## config.mk

```make
export PLATFORM = sky130hd
export DESIGN_NAME = div_unit_top
export DESIGN_NICKNAME = d
export VERILOG_FILES = /design/src/hw/div_op_pkg.sv /design/src/hw/div_cfg_pkg.sv /design/src/hw/div_operand_if.sv /design/src/hw/div_unit_top.sv /design/src/hw/div_result_merge.sv /design/src/hw/div_except_classify.sv /design/src/hw/div_operand_stage.sv /design/src/hw/div_array.sv /design/src/hw/div_array_cell.sv
export SDC_FILE = /design/constraint.sdc
export NUM_CORES = 1
export LEC_CHECK = 0
export BUFFER_PORTS_ARGS = -buffer_cell sky130_fd_sc_hd__buf_2
export CAP_MARGIN = 10
export CORE_ASPECT_RATIO = 0.5
export CORE_MARGIN = 2
export CORE_UTILIZATION = 45
export CTS_BUF_LIST = sky130_fd_sc_hd__clkbuf_16
export DETAILED_ROUTE_END_ITERATION = 8
export REMOVE_ABC_BUFFERS = 1
export SLEW_MARGIN = 20
export SYNTH_ARGS = -nofsm -noshare
export SYNTH_HDL_FRONTEND = slang
export SYNTH_HIERARCHICAL = 1
export SYNTH_SLANG_ARGS = --single-unit
```

## constraint.sdc

```tcl
create_clock -name clk -period 39.7 [get_ports clk]
set_input_delay 1.985 -clock clk [delete_from_list [all_inputs] [get_ports clk]]
set_output_delay 1.985 -clock clk [all_outputs]
set_load 0.1 [all_outputs]
```

## src/hw/div_op_pkg.sv

```systemverilog
package div_op_pkg;

  typedef enum logic [1:0] {
    none            = 2'd0,
    div_by_zero     = 2'd1,
    signed_overflow = 2'd2
  } except_kind_t;

  // where each result word comes from.
  typedef enum logic [1:0] {
    res_computed = 2'd0, // signed array result.
    res_all_ones = 2'd1,
    res_dividend = 2'd2, // raw registered dividend.
    res_zero     = 2'd3
  } res_src_t;

  // divide by zero.
  localparam res_src_t dbz_quot_src = res_all_ones;
  localparam res_src_t dbz_rem_src  = res_dividend;

  // most negative value divided by minus one.
  localparam res_src_t ovf_quot_src = res_dividend;
  localparam res_src_t ovf_rem_src  = res_zero;

endpackage

```

## src/hw/div_cfg_pkg.sv

```systemverilog
package div_cfg_pkg;

  // operand width used when the top level is not overridden.
  parameter int default_width = 8;

  // one register in the operand stage and one in the merge stage.
  parameter int pipe_latency = 2;

endpackage
```

## src/hw/div_operand_if.sv

```systemverilog
interface div_operand_if #(
  parameter int width = div_cfg_pkg::default_width
) (
  input logic clk
);

  logic             valid;
  logic             mode_signed;
  logic [width-1:0] dividend;     // raw, as requested.
  logic [width-1:0] divisor;
  logic [width-1:0] mag_dividend;
  logic [width-1:0] mag_divisor;
  logic             neg_quot;
  logic             neg_rem;      // follows the dividend sign.

  modport src (
    output valid, mode_signed, dividend, divisor,
    output mag_dividend, mag_divisor, neg_quot, neg_rem
  );

  modport dst (
    input clk,
    input valid, mode_signed, dividend, divisor,
    input mag_dividend, mag_divisor, neg_quot, neg_rem
  );

endinterface

```

## src/hw/div_unit_top.sv

```systemverilog
module div_unit_top #(
  parameter int width = div_cfg_pkg::default_width
) (
  input  logic             clk,
  input  logic             rst_n,
  input  logic             in_valid,
  input  logic             mode_signed,
  input  logic [width-1:0] dividend,
  input  logic [width-1:0] divisor,

  output logic             out_valid,
  output logic [width-1:0] quotient,
  output logic [width-1:0] remainder,
  output logic             div_by_zero,
  output logic             overflow
);

  logic [width-1:0]         mag_quot;
  logic [width-1:0]         mag_rem;
  div_op_pkg::except_kind_t except_kind;

  div_operand_if #(.width(width)) op_if (.clk(clk));

  div_operand_stage #(.width(width)) u_operand_stage (
    .clk         (clk),
    .rst_n       (rst_n),
    .in_valid    (in_valid),
    .mode_signed (mode_signed),
    .dividend    (dividend),
    .divisor     (divisor),
    .op          (op_if.src)
  );

  div_array #(.width(width)) u_array (
    .op       (op_if.dst),
    .mag_quot (mag_quot),
    .mag_rem  (mag_rem)
  );

  div_except_classify #(.width(width)) u_except_classify (
    .op          (op_if.dst),
    .except_kind (except_kind)
  );

  div_result_merge #(.width(width)) u_result_merge (
    .clk         (clk),
    .rst_n       (rst_n),
    .op          (op_if.dst),
    .mag_quot    (mag_quot),
    .mag_rem     (mag_rem),
    .except_kind (except_kind),
    .out_valid   (out_valid),
    .quotient    (quotient),
    .remainder   (remainder),
    .div_by_zero (div_by_zero),
    .overflow    (overflow)
  );

  // every request comes out a fixed number of cycles later.
  a_fixed_latency: assert property (
    @(posedge clk) disable iff (!rst_n)
    in_valid |-> ##(div_cfg_pkg::pipe_latency) out_valid
  );

endmodule

```

## src/hw/div_result_merge.sv

```systemverilog
module div_result_merge #(
  parameter int width = div_cfg_pkg::default_width
) (
  input  logic                     clk,
  input  logic                     rst_n,

  div_operand_if.dst               op,

  input  logic [width-1:0]         mag_quot,
  input  logic [width-1:0]         mag_rem,
  input  div_op_pkg::except_kind_t except_kind,

  output logic                     out_valid,
  output logic [width-1:0]         quotient,
  output logic [width-1:0]         remainder,
  output logic                     div_by_zero,
  output logic                     overflow
);

  logic [width-1:0]     sgn_quot;
  logic [width-1:0]     sgn_rem;
  div_op_pkg::res_src_t quot_src;
  div_op_pkg::res_src_t rem_src;

  function automatic logic [width-1:0] pick_value(
    input div_op_pkg::res_src_t src,
    input logic [width-1:0]     computed,
    input logic [width-1:0]     raw_dividend
  );
    case (src)
      div_op_pkg::res_all_ones: return '1;
      div_op_pkg::res_dividend: return raw_dividend;
      div_op_pkg::res_zero:     return '0;
      default:                  return computed;
    endcase
  endfunction

  assign sgn_quot = op.neg_quot ? (~mag_quot + 1'b1) : mag_quot;
  assign sgn_rem  = op.neg_rem ? (~mag_rem + 1'b1) : mag_rem;

  always_comb begin
    quot_src = div_op_pkg::res_computed;
    rem_src  = div_op_pkg::res_computed;
    case (except_kind)
      div_op_pkg::div_by_zero: begin
        quot_src = div_op_pkg::dbz_quot_src;
        rem_src  = div_op_pkg::dbz_rem_src;
      end
      div_op_pkg::signed_overflow: begin
        quot_src = div_op_pkg::ovf_quot_src;
        rem_src  = div_op_pkg::ovf_rem_src;
      end
      default: ;
    endcase
  end

  always_ff @(posedge clk or negedge rst_n) begin
    if (!rst_n) begin
      out_valid   <= 1'b0;
      div_by_zero <= 1'b0;
      overflow    <= 1'b0;
    end else begin
      out_valid   <= op.valid;
      div_by_zero <= op.valid && (except_kind == div_op_pkg::div_by_zero);
      overflow    <= op.valid && (except_kind == div_op_pkg::signed_overflow);
    end
  end

  always_ff @(posedge clk) begin
    quotient  <= pick_value(quot_src, sgn_quot, op.dividend);
    remainder <= pick_value(rem_src, sgn_rem, op.dividend);
  end

  a_one_flag: assert property (
    @(posedge clk) disable iff (!rst_n) !(div_by_zero && overflow)
  );

endmodule

```

## src/hw/div_except_classify.sv

```systemverilog
module div_except_classify #(
  parameter int width = div_cfg_pkg::default_width
) (
  div_operand_if.dst                op,

  output div_op_pkg::except_kind_t except_kind
);

  localparam logic [width-1:0] most_neg = {1'b1, {(width-1){1'b0}}};

  logic dvs_zero;
  logic ovf_hit;

  assign dvs_zero = (op.divisor == '0);

  // minus one is all ones in two's complement.
  assign ovf_hit = op.mode_signed && (op.dividend == most_neg) && (op.divisor == '1);

  always_comb begin
    if (dvs_zero) begin
      except_kind = div_op_pkg::div_by_zero; // wins over overflow.
    end else if (ovf_hit) begin
      except_kind = div_op_pkg::signed_overflow;
    end else begin
      except_kind = div_op_pkg::none;
    end
  end

endmodule

```

## src/hw/div_operand_stage.sv

```systemverilog
module div_operand_stage #(
  parameter int width = div_cfg_pkg::default_width
) (
  input  logic             clk,
  input  logic             rst_n,
  input  logic             in_valid,
  input  logic             mode_signed,
  input  logic [width-1:0] dividend,
  input  logic [width-1:0] divisor,

  div_operand_if.src       op
);

  logic             dvd_neg;
  logic             dvs_neg;
  logic [width-1:0] dvd_abs;
  logic [width-1:0] dvs_abs;

  // sign bits only count in signed mode.
  assign dvd_neg = mode_signed & dividend[width-1];
  assign dvs_neg = mode_signed & divisor[width-1];

  // the most negative value maps onto itself, which is its magnitude unsigned.
  assign dvd_abs = dvd_neg ? (~dividend + 1'b1) : dividend;
  assign dvs_abs = dvs_neg ? (~divisor + 1'b1) : divisor;

  always_ff @(posedge clk or negedge rst_n) begin
    if (!rst_n) begin
      op.valid <= 1'b0;
    end else begin
      op.valid <= in_valid;
    end
  end

  always_ff @(posedge clk) begin
    op.mode_signed  <= mode_signed;
    op.dividend     <= dividend;
    op.divisor      <= divisor;
    op.mag_dividend <= dvd_abs;
    op.mag_divisor  <= dvs_abs;
    op.neg_quot     <= dvd_neg ^ dvs_neg;
    op.neg_rem      <= dvd_neg;
  end

  a_valid_known: assert property (
    @(posedge clk) disable iff (!rst_n) !$isunknown(op.valid)
  );

endmodule

```

## src/hw/div_array.sv

```systemverilog
module div_array #(
  parameter int width = div_cfg_pkg::default_width
) (
  div_operand_if.dst      op,

  output logic [width-1:0] mag_quot,
  output logic [width-1:0] mag_rem
);

  // partial remainder entering each row, the last entry is the final one.
  logic [width-1:0] part_rem  [width+1];
  // trial value of a row, previous remainder with the next dividend bit shifted in.
  logic [width:0]   shifted   [width];
  // divisor bits as they pass down the grid.
  logic [width:0]   div_row   [width+1];
  logic [width+1:0] borrow_row [width];
  logic [width:0]   rem_row   [width];
  logic [width-1:0] keep;

  assign part_rem[0] = '0;
  assign div_row[0]  = {1'b0, op.mag_divisor};

  generate
    genvar r, c;

    for (r = 0; r < width; r++) begin : g_row
      assign shifted[r]       = {part_rem[r], op.mag_dividend[width-1-r]};
      assign borrow_row[r][0] = 1'b0;

      // final borrow set means the divisor did not fit.
      assign keep[r]              = borrow_row[r][width+1];
      assign mag_quot[width-1-r]  = ~keep[r];

      for (c = 0; c <= width; c++) begin : g_col
        div_array_cell u_cell (
          .rem_in     (shifted[r][c]),
          .div_bit    (div_row[r][c]),
          .borrow_in  (borrow_row[r][c]),
          .keep       (keep[r]),
          .borrow_out (borrow_row[r][c+1]),
          .rem_out    (rem_row[r][c]),
          .div_pass   (div_row[r+1][c])
        );
      end

      // the result is below the divisor, so the top bit is always zero.
      assign part_rem[r+1] = rem_row[r][width-1:0];
    end
  endgenerate

  assign mag_rem = part_rem[width];

  // the divisor reaching the bottom row bounds the remainder.
  a_rem_below_divisor: assert property (
    @(posedge op.clk)
    (op.valid && op.mag_divisor != '0) |-> (mag_rem < div_row[width][width-1:0])
  );

endmodule

```

## src/hw/div_array_cell.sv

```systemverilog
module div_array_cell (
  input  logic rem_in,
  input  logic div_bit,
  input  logic borrow_in,
  input  logic keep,

  output logic borrow_out,
  output logic rem_out,
  output logic div_pass
);

  logic diff;

  // full subtractor rem_in - div_bit - borrow_in.
  assign diff       = rem_in ^ div_bit ^ borrow_in;
  assign borrow_out = (~rem_in & div_bit) | (~(rem_in ^ div_bit) & borrow_in);

  // restore when the row trial went negative.
  assign rem_out  = keep ? rem_in : diff;
  assign div_pass = div_bit; // divisor bit goes on to the next row.

endmodule

```

-- Word-level counts from Yosys, hierarchy flattened
Index checks and enable logic that the tools add are counted.
W data, S select, Z words.
- flip-flop bits (word level): 55
- output and inout bits: 19
- $add $sub $neg: 4
- equal/unequal tests: 10
- multiplexer cells: 74
- bitwise operators: 424
- reductions and logical operators: 5
- operators by type and width (operator ; count):
    $not A1 Y1 ; 128
    $and A1 B1 Y1 ; 122
    $xor A1 B1 Y1 ; 114
    $mux W1 ; 64
    $or A1 B1 Y1 ; 56
    $pmux W8 S3 ; 2
    $add A8 B1 Y8 const B ; 4
    $mux W8 ; 4
    $not A8 Y8 ; 4
    $eq A8 B8 Y1 const B ; 2
    $eq A2 B2 Y1 const B ; 5
    $logic_not A8 Y1 ; 1
    $pmux W2 S2 ; 2
    $eq A2 B1 Y1 const B ; 3
    $logic_and A1 B1 Y1 ; 4
    $mux W2 ; 2

-- Depth between registers and ports, before layout
Gate-level depths: netlist (run 1).
- depth after elaboration: 147
- depth in mapped cells: 182
- depth with buffers taken out: 180

-- Cells and area by module
The synthesis (run 1) kept the hierarchy.
- by module, submodules not included (module ; times used ; cells an instance ; area each (um2) ; sequential area each (um2)):
    div_array_cell (u_array.g_row[0].g_col[0].u_cell ...) ; 59 ; 6 ; 53.8 ; 0.0
    div_operand_stage ; 1 ; 84 ; 1008.5 ; 685.7
    div_result_merge ; 1 ; 98 ; 938.4 ; 395.4
    div_array_cell (u_array.g_row[6].g_col[5].u_cell ...) ; 12 ; 4 ; 41.3 ; 0.0
    div_array ; 1 ; 17 ; 93.8 ; 0.0
    div_except_classify ; 1 ; 11 ; 70.1 ; 0.0
    div_array_cell (u_array.g_row[7].g_col[5].u_cell) ; 1 ; 5 ; 40.0 ; 0.0

-- Worst setup path after synthesis (run 1)
OpenSTA, ideal clock, no wires.
- kind: reg-to-reg
- start point: reg u_operand_stage.op.mag_divisor[0]
- end point: reg u_result_merge.remainder[7]
- arrival time: 33.129 ns
- path slack: 6.454 ns
- stages on the path, launching flop included: 181
- buffers on the path: 2
- clock period less this slack: 33.246 ns
- path through: dfxtp_1 buf_4 inv_1 fa_1 inv_1 inv_1 fa_1 inv_1 inv_1 fa_1 inv_1 inv_1 fa_1 inv_1 inv_1 fa_1 inv_1 inv_1 [... 145 more ...] fa_1 fa_1 mux2_4 inv_1 fa_1 fa_1 fa_1 fa_1 fa_1 fa_1 fa_1 fa_1 mux2i_1 buf_4 or4_1 o21ai_1 xnor2_1 a22o_1
- RTL lines (item ; RTL line ; text):
    start, declared ; div_operand_if.sv:18 ; output mag_dividend, mag_divisor, neg_quot, neg_rem
    start signal, assigned ; div_operand_stage.sv:40 ; op.mag_divisor <= dvs_abs;
    end signal, assigned ; div_result_merge.sv:71 ; remainder <= pick_value(rem_src, sgn_rem, op.dividend);
    end, declared ; div_result_merge.sv:15 ; output logic [width-1:0] remainder,

==> metrics.yaml, run 1 <==
cts:
  cts.root.buffer_cell: "clkbuf_16"
  tritoncts: "built"
  clk_path_buf_depth: 2
  cts_setup_buffers: 0
  cts_resized: 0
  h-tree-depth: 2
  clock_latency_ns: 0.29
  path_clk_slew_ns: 0.07
  hold_buffers: 0
  clkSinkCount: 53
  cts_inserted_buffers: 5
worst_hold_path:
  min_from: "u_operand_stage/op.valid$_DFF_PN0_"
  hp-class: "reg -> reg"
  hold_end: "u_result_merge/out_valid$_DFF_PN0_"
  whs_path_depth: 0
setup_path:
  reg2reg_from: "u_operand_stage/op.mag_divisor[0]$_DFF_P_"
  rr_worst_depth: 178
  criticalPathCategory: "reg -> reg"
  crit_family: "adder cells"
  crit_buf_inv: 101
  r2r_setup_slack_ns: 4.82
  cpMaxStageDelayCell: "dfxtp_1"
  reg2reg_to: "u_result_merge/remainder[7]$_DFF_P_"
  cp.depth: 178
  crit_fanout: 10
  cpMostUsedCell: "inv_1"
  critPathCaptureType: "flip-flop"
  critPathLaunchType: "flip-flop"
  critPathArrivalTime_ns: 35.06
  max_stage_delay_ns: 0.61
  required_ns: 39.88
routing:
  drt_iter0_drc: 136
  drt_wl_total_mm: 8.50
  ant_nets: 0
  wl_per_cell_um: 11.2
  vias: 3182
  first_pass_iters: 4
  viasPerCell: 4.21
  drc: 0
layout:
  final_cells: 756
  fill_cells: 1138
  nets: 689
  layout_commonest_cell: "inv_1"
  seq_area_um2: 1080
  mostFrequentLayoutCells: "inv_1, fa_1, mux2_4"
  multiInputGateArea_um2: 3290
  area_delta_synth_final_pct: 1.11
  diodes: 0
  layout-drive-gt1-share_pct: 17.6
place:
  dp_hpwl_mm: 7.31
  port-buffer-count: 38
  place_inst: 748
  gp_congestion: 0.831
  pre_cts_ws_ns: 4.68
grt:
  track_usage_pct: 14.4
  overflow: 0
  grt_pass1_wl_mm: 15.9
  grt.busiest_layer: "met2"
  grtUsageMet2_pct: 24.5
  met3_usage_pct: 1.80
  met1_usage_pct: 19.8
  grt_max_degree: 27
  first_global_vias: 3371
  antenna_found_initial: 0
run_status:
  status: "finished, final reports clean"
timing:
  hold_viol: 0
  worstMarginPinSlew_ns: 0.707
  setup_violations: 0
  setup_tns_ns: 0
  fin_crit_sh_pct: 87.9
  relSlewSlack_pct: 52.9
  whs_ns: 0.397
  rsz0062_at_grt: "no"
  fin_skew_ns: 0.0100
  period_needed_ns: 34.88
  slew_violations: 0
  timing.fmax_ghz: 0.0287
  finalWorstSetupSlack_ns: 4.82
floorplanning:
  dieHeight_um: 83.2
  start_util_pct: 47.0
  num_rows: 28
  fp.dieW_um: 162
  ios: 39
  core-area_um2: 12000
  die-area_um2: 13500
flow_run:
  maxCapViolCount: 0
synth:
  syn_area_per_cell_um2: 9.40
  postSynthCellCount: 600
  yosysWarningCount: 6
  synth_area_um2: 5640
## per-layer routing
layer,part of all wire [%],vias up
li1,-,1626
met1,51,1517
met2,46,33
met3,2.0,6
met4,1.4,0
met5,0,-
## worst max-delay path by stage
stage / startpoint / to / slack (ns)
final: u_operand_stage/op.mag_divisor[0]$_DFF_P_ / u_result_merge/remainder[7]$_DFF_P_ / 4.82
after global routing: u_operand_stage/op.mag_divisor[0]$_DFF_P_ / u_result_merge/remainder[6]$_DFF_P_ / 2.41
after floorplan: u_operand_stage/op.mag_divisor[0]$_DFF_P_ / u_result_merge/remainder[7]$_DFF_P_ / 6.70
after global placement: u_operand_stage/op.mag_divisor[0]$_DFF_P_ / u_result_merge/remainder[7]$_DFF_P_ / 4.98
after CTS: u_operand_stage/op.mag_divisor[0]$_DFF_P_ / u_result_merge/remainder[7]$_DFF_P_ / 4.55
after detailed placement: u_operand_stage/op.mag_divisor[0]$_DFF_P_ / u_result_merge/remainder[7]$_DFF_P_ / 4.68
## sequential cells by signal (all words and copies together) (netlist names)
| signal | cells |
|---|---|
| u_operand_stage/op.mode_signed | 1 |
| u_operand_stage/op.valid | 1 |
| u_result_merge/overflow | 1 |
| u_operand_stage/op.dividend | 7 |
| u_operand_stage/op.neg_rem | 1 |
| u_result_merge/remainder | 8 |
| u_result_merge/out_valid | 1 |
| u_operand_stage/op.mag_dividend | 8 |
| u_operand_stage/op.mag_divisor | 8 |
| u_operand_stage/op.neg_quot | 1 |
| u_operand_stage/op.divisor | 7 |
| u_result_merge/quotient | 8 |
| u_result_merge/div_by_zero | 1 |
## final cells by class
type                       instances  share of cell area, %
clock inverter                     3                  0.439
inverter                         211                   13.9
multi-input combinational        281                   57.6
tap                              165                   3.62
sequential                        53                   18.9
clock buffer                       5                   2.19
timing repair buffer              38                   3.33
## metrics by stage
step	util, %	area (µm²)
finish	47.5	5710
global route	47.5	5710
CTS	47.5	5710
detailed placement	46.2	5560
global placement	46.2	5560
floorplan	-	5160
Power of run 1 is left out: the tool's default activity adds up to more than one toggle a clock period on the data nets, which glitch-free logic cannot reach.
==> run 2: changes to the inputs <==
clock period = 44.3 ns   (was 39.7 ns; I/O delays follow)
==> run 2 against run 1 <==
Cell count is the same. Die area stayed put. Global-route usage increased by 0.35 points. Count of clock-buffer cells in the layout did not move.
==> metrics.yaml, run 2 (synthesized netlist as in run 1, its figures left out) <==
cts:
  tritoncts: "built"
  cts_inserted_buffers: 5
  cts_resized: 0
  clkSinkCount: 53
  cts_setup_buffers: 0
  hold_buffers: 0
  path_clk_slew_ns: 0.07
  h-tree-depth: 2
  clock_latency_ns: 0.29
  clk_path_buf_depth: 2
  cts.root.buffer_cell: "clkbuf_16"
place:
  port-buffer-count: 38
  placed_area_um2: 5560
  gp_congestion: 0.791
  pre_cts_ws_ns: 9.07
  dp_hpwl_mm: 7.66
routing:
  ant_nets: 0
  viasPerCell: 4.33
  drt_wl_total_mm: 8.87
  wl_per_cell_um: 11.7
  drt_iter0_drc: 117
  drc: 0
  vias: 3273
  first_pass_iters: 4
timing:
  period_needed_ns: 35.07
  setup_violations: 0
  slew_violations: 0
  worstMarginPinSlew_ns: 0.736
  timing.fmax_ghz: 0.0285
  fin_skew_ns: 0.00602
  setup_tns_ns: 0
  fin_crit_sh_pct: 79.2
  relSlewSlack_pct: 50.9
  finalWorstSetupSlack_ns: 9.23
  rsz0062_at_grt: "no"
  hold_viol: 0
setup_path:
  reg2reg_to: "u_result_merge/remainder[7]$_DFF_P_"
  cpMostUsedCell: "inv_1"
  critPathCaptureType: "flip-flop"
  critPathArrivalTime_ns: 35.25
  critPathLaunchType: "flip-flop"
  r2r_setup_slack_ns: 9.23
  required_ns: 44.48
  crit_fanout: 10
  criticalPathCategory: "reg -> reg"
  max_stage_delay_ns: 0.63
  reg2reg_from: "u_operand_stage/op.mag_divisor[0]$_DFF_P_"
  cpMaxStageDelayCell: "fa_1"
  rr_worst_depth: 179
floorplanning:
  ios: 39
  dieHeight_um: 83.2
  num_rows: 28
  die-area_um2: 13500
  start_util_pct: 47.0
  fp.dieW_um: 162
  core-area_um2: 12000
flow_run:
  maxCapViolCount: 0
layout:
  mostFrequentLayoutCells: "inv_1, fa_1, mux2_4"
  layout_commonest_cell: "inv_1"
  layout-drive-gt1-share_pct: 17.4
  area_delta_synth_final_pct: 1.40
  nets: 689
  final_core_util_pct: 47.6
  design_area_um2: 5720
  diodes: 0
grt:
  track_usage_pct: 14.7
  grt_max_degree: 27
  grt_pass1_wl_mm: 16.0
  antenna_found_initial: 0
  first_global_vias: 3480
  overflow: 0
run_status:
  status: "finished, final reports clean"
worst_hold_path:
  min_from: "u_operand_stage/op.valid$_DFF_PN0_"
  hold_end: "u_result_merge/out_valid$_DFF_PN0_"
  hp-class: "reg -> reg"
  whs_path_depth: 0
[run 2: cell type report]
class	instances	area (µm²)
Fill cell	1147	6290
Inverter	211	792
Sequential cell	53	1080
Clock inverter	3	41.3
Tap cell	165	206
Clock buffer	5	125
Timing Repair Buffer	38	190
Multi-Input combinational cell	281	3290
[run 2: per-layer routing]
metal	track usage [%]	wire, µm	vias up
li1	-	-	1630
met1	18.6	4200	1600
met2	26.9	4320	37
met3	2.10	219	6
met4	2.98	123	0
met5	0	0	-
[run 2: through the flow]
stage,hold WS (ns),instances
detailed placement,0.372,748
global route,0.410,756
CTS,0.387,756
floorplan,0.360,545
finish,0.387,756
global placement,0.371,748
[run 2: how the worst max path moves through the flow]
stage                                                    startpoint                             endpoint  slack [ns]  depth (start not counted)
after floorplan           u_operand_stage/op.mag_divisor[0]$_DFF_P_  u_result_merge/remainder[7]$_DFF_P_       11.30                        178
after global placement    u_operand_stage/op.mag_divisor[0]$_DFF_P_  u_result_merge/remainder[5]$_DFF_P_        9.49                        178
after detailed placement  u_operand_stage/op.mag_divisor[0]$_DFF_P_  u_result_merge/remainder[4]$_DFF_P_        9.07                        180
after CTS                 u_operand_stage/op.mag_divisor[0]$_DFF_P_  u_result_merge/remainder[7]$_DFF_P_        8.94                        179
after global routing      u_operand_stage/op.mag_divisor[0]$_DFF_P_  u_result_merge/remainder[6]$_DFF_P_        6.92                        180
final                     u_operand_stage/op.mag_divisor[0]$_DFF_P_  u_result_merge/remainder[7]$_DFF_P_        9.23                        179
[run 2: critical path: cells and delay by family (launching register included)]
family / cells / cell delay (ns)
flops: 1 / 0.57
fa+ha+maj: 65 / 23.51
buf+inv: 101 / 7.22
mux: 7 / 2.42
xor+xnor: 1 / 0.09
compound gates: 3 / 0.46
simple gates: 2 / 0.68
Power of run 2 is left out for the same reason.
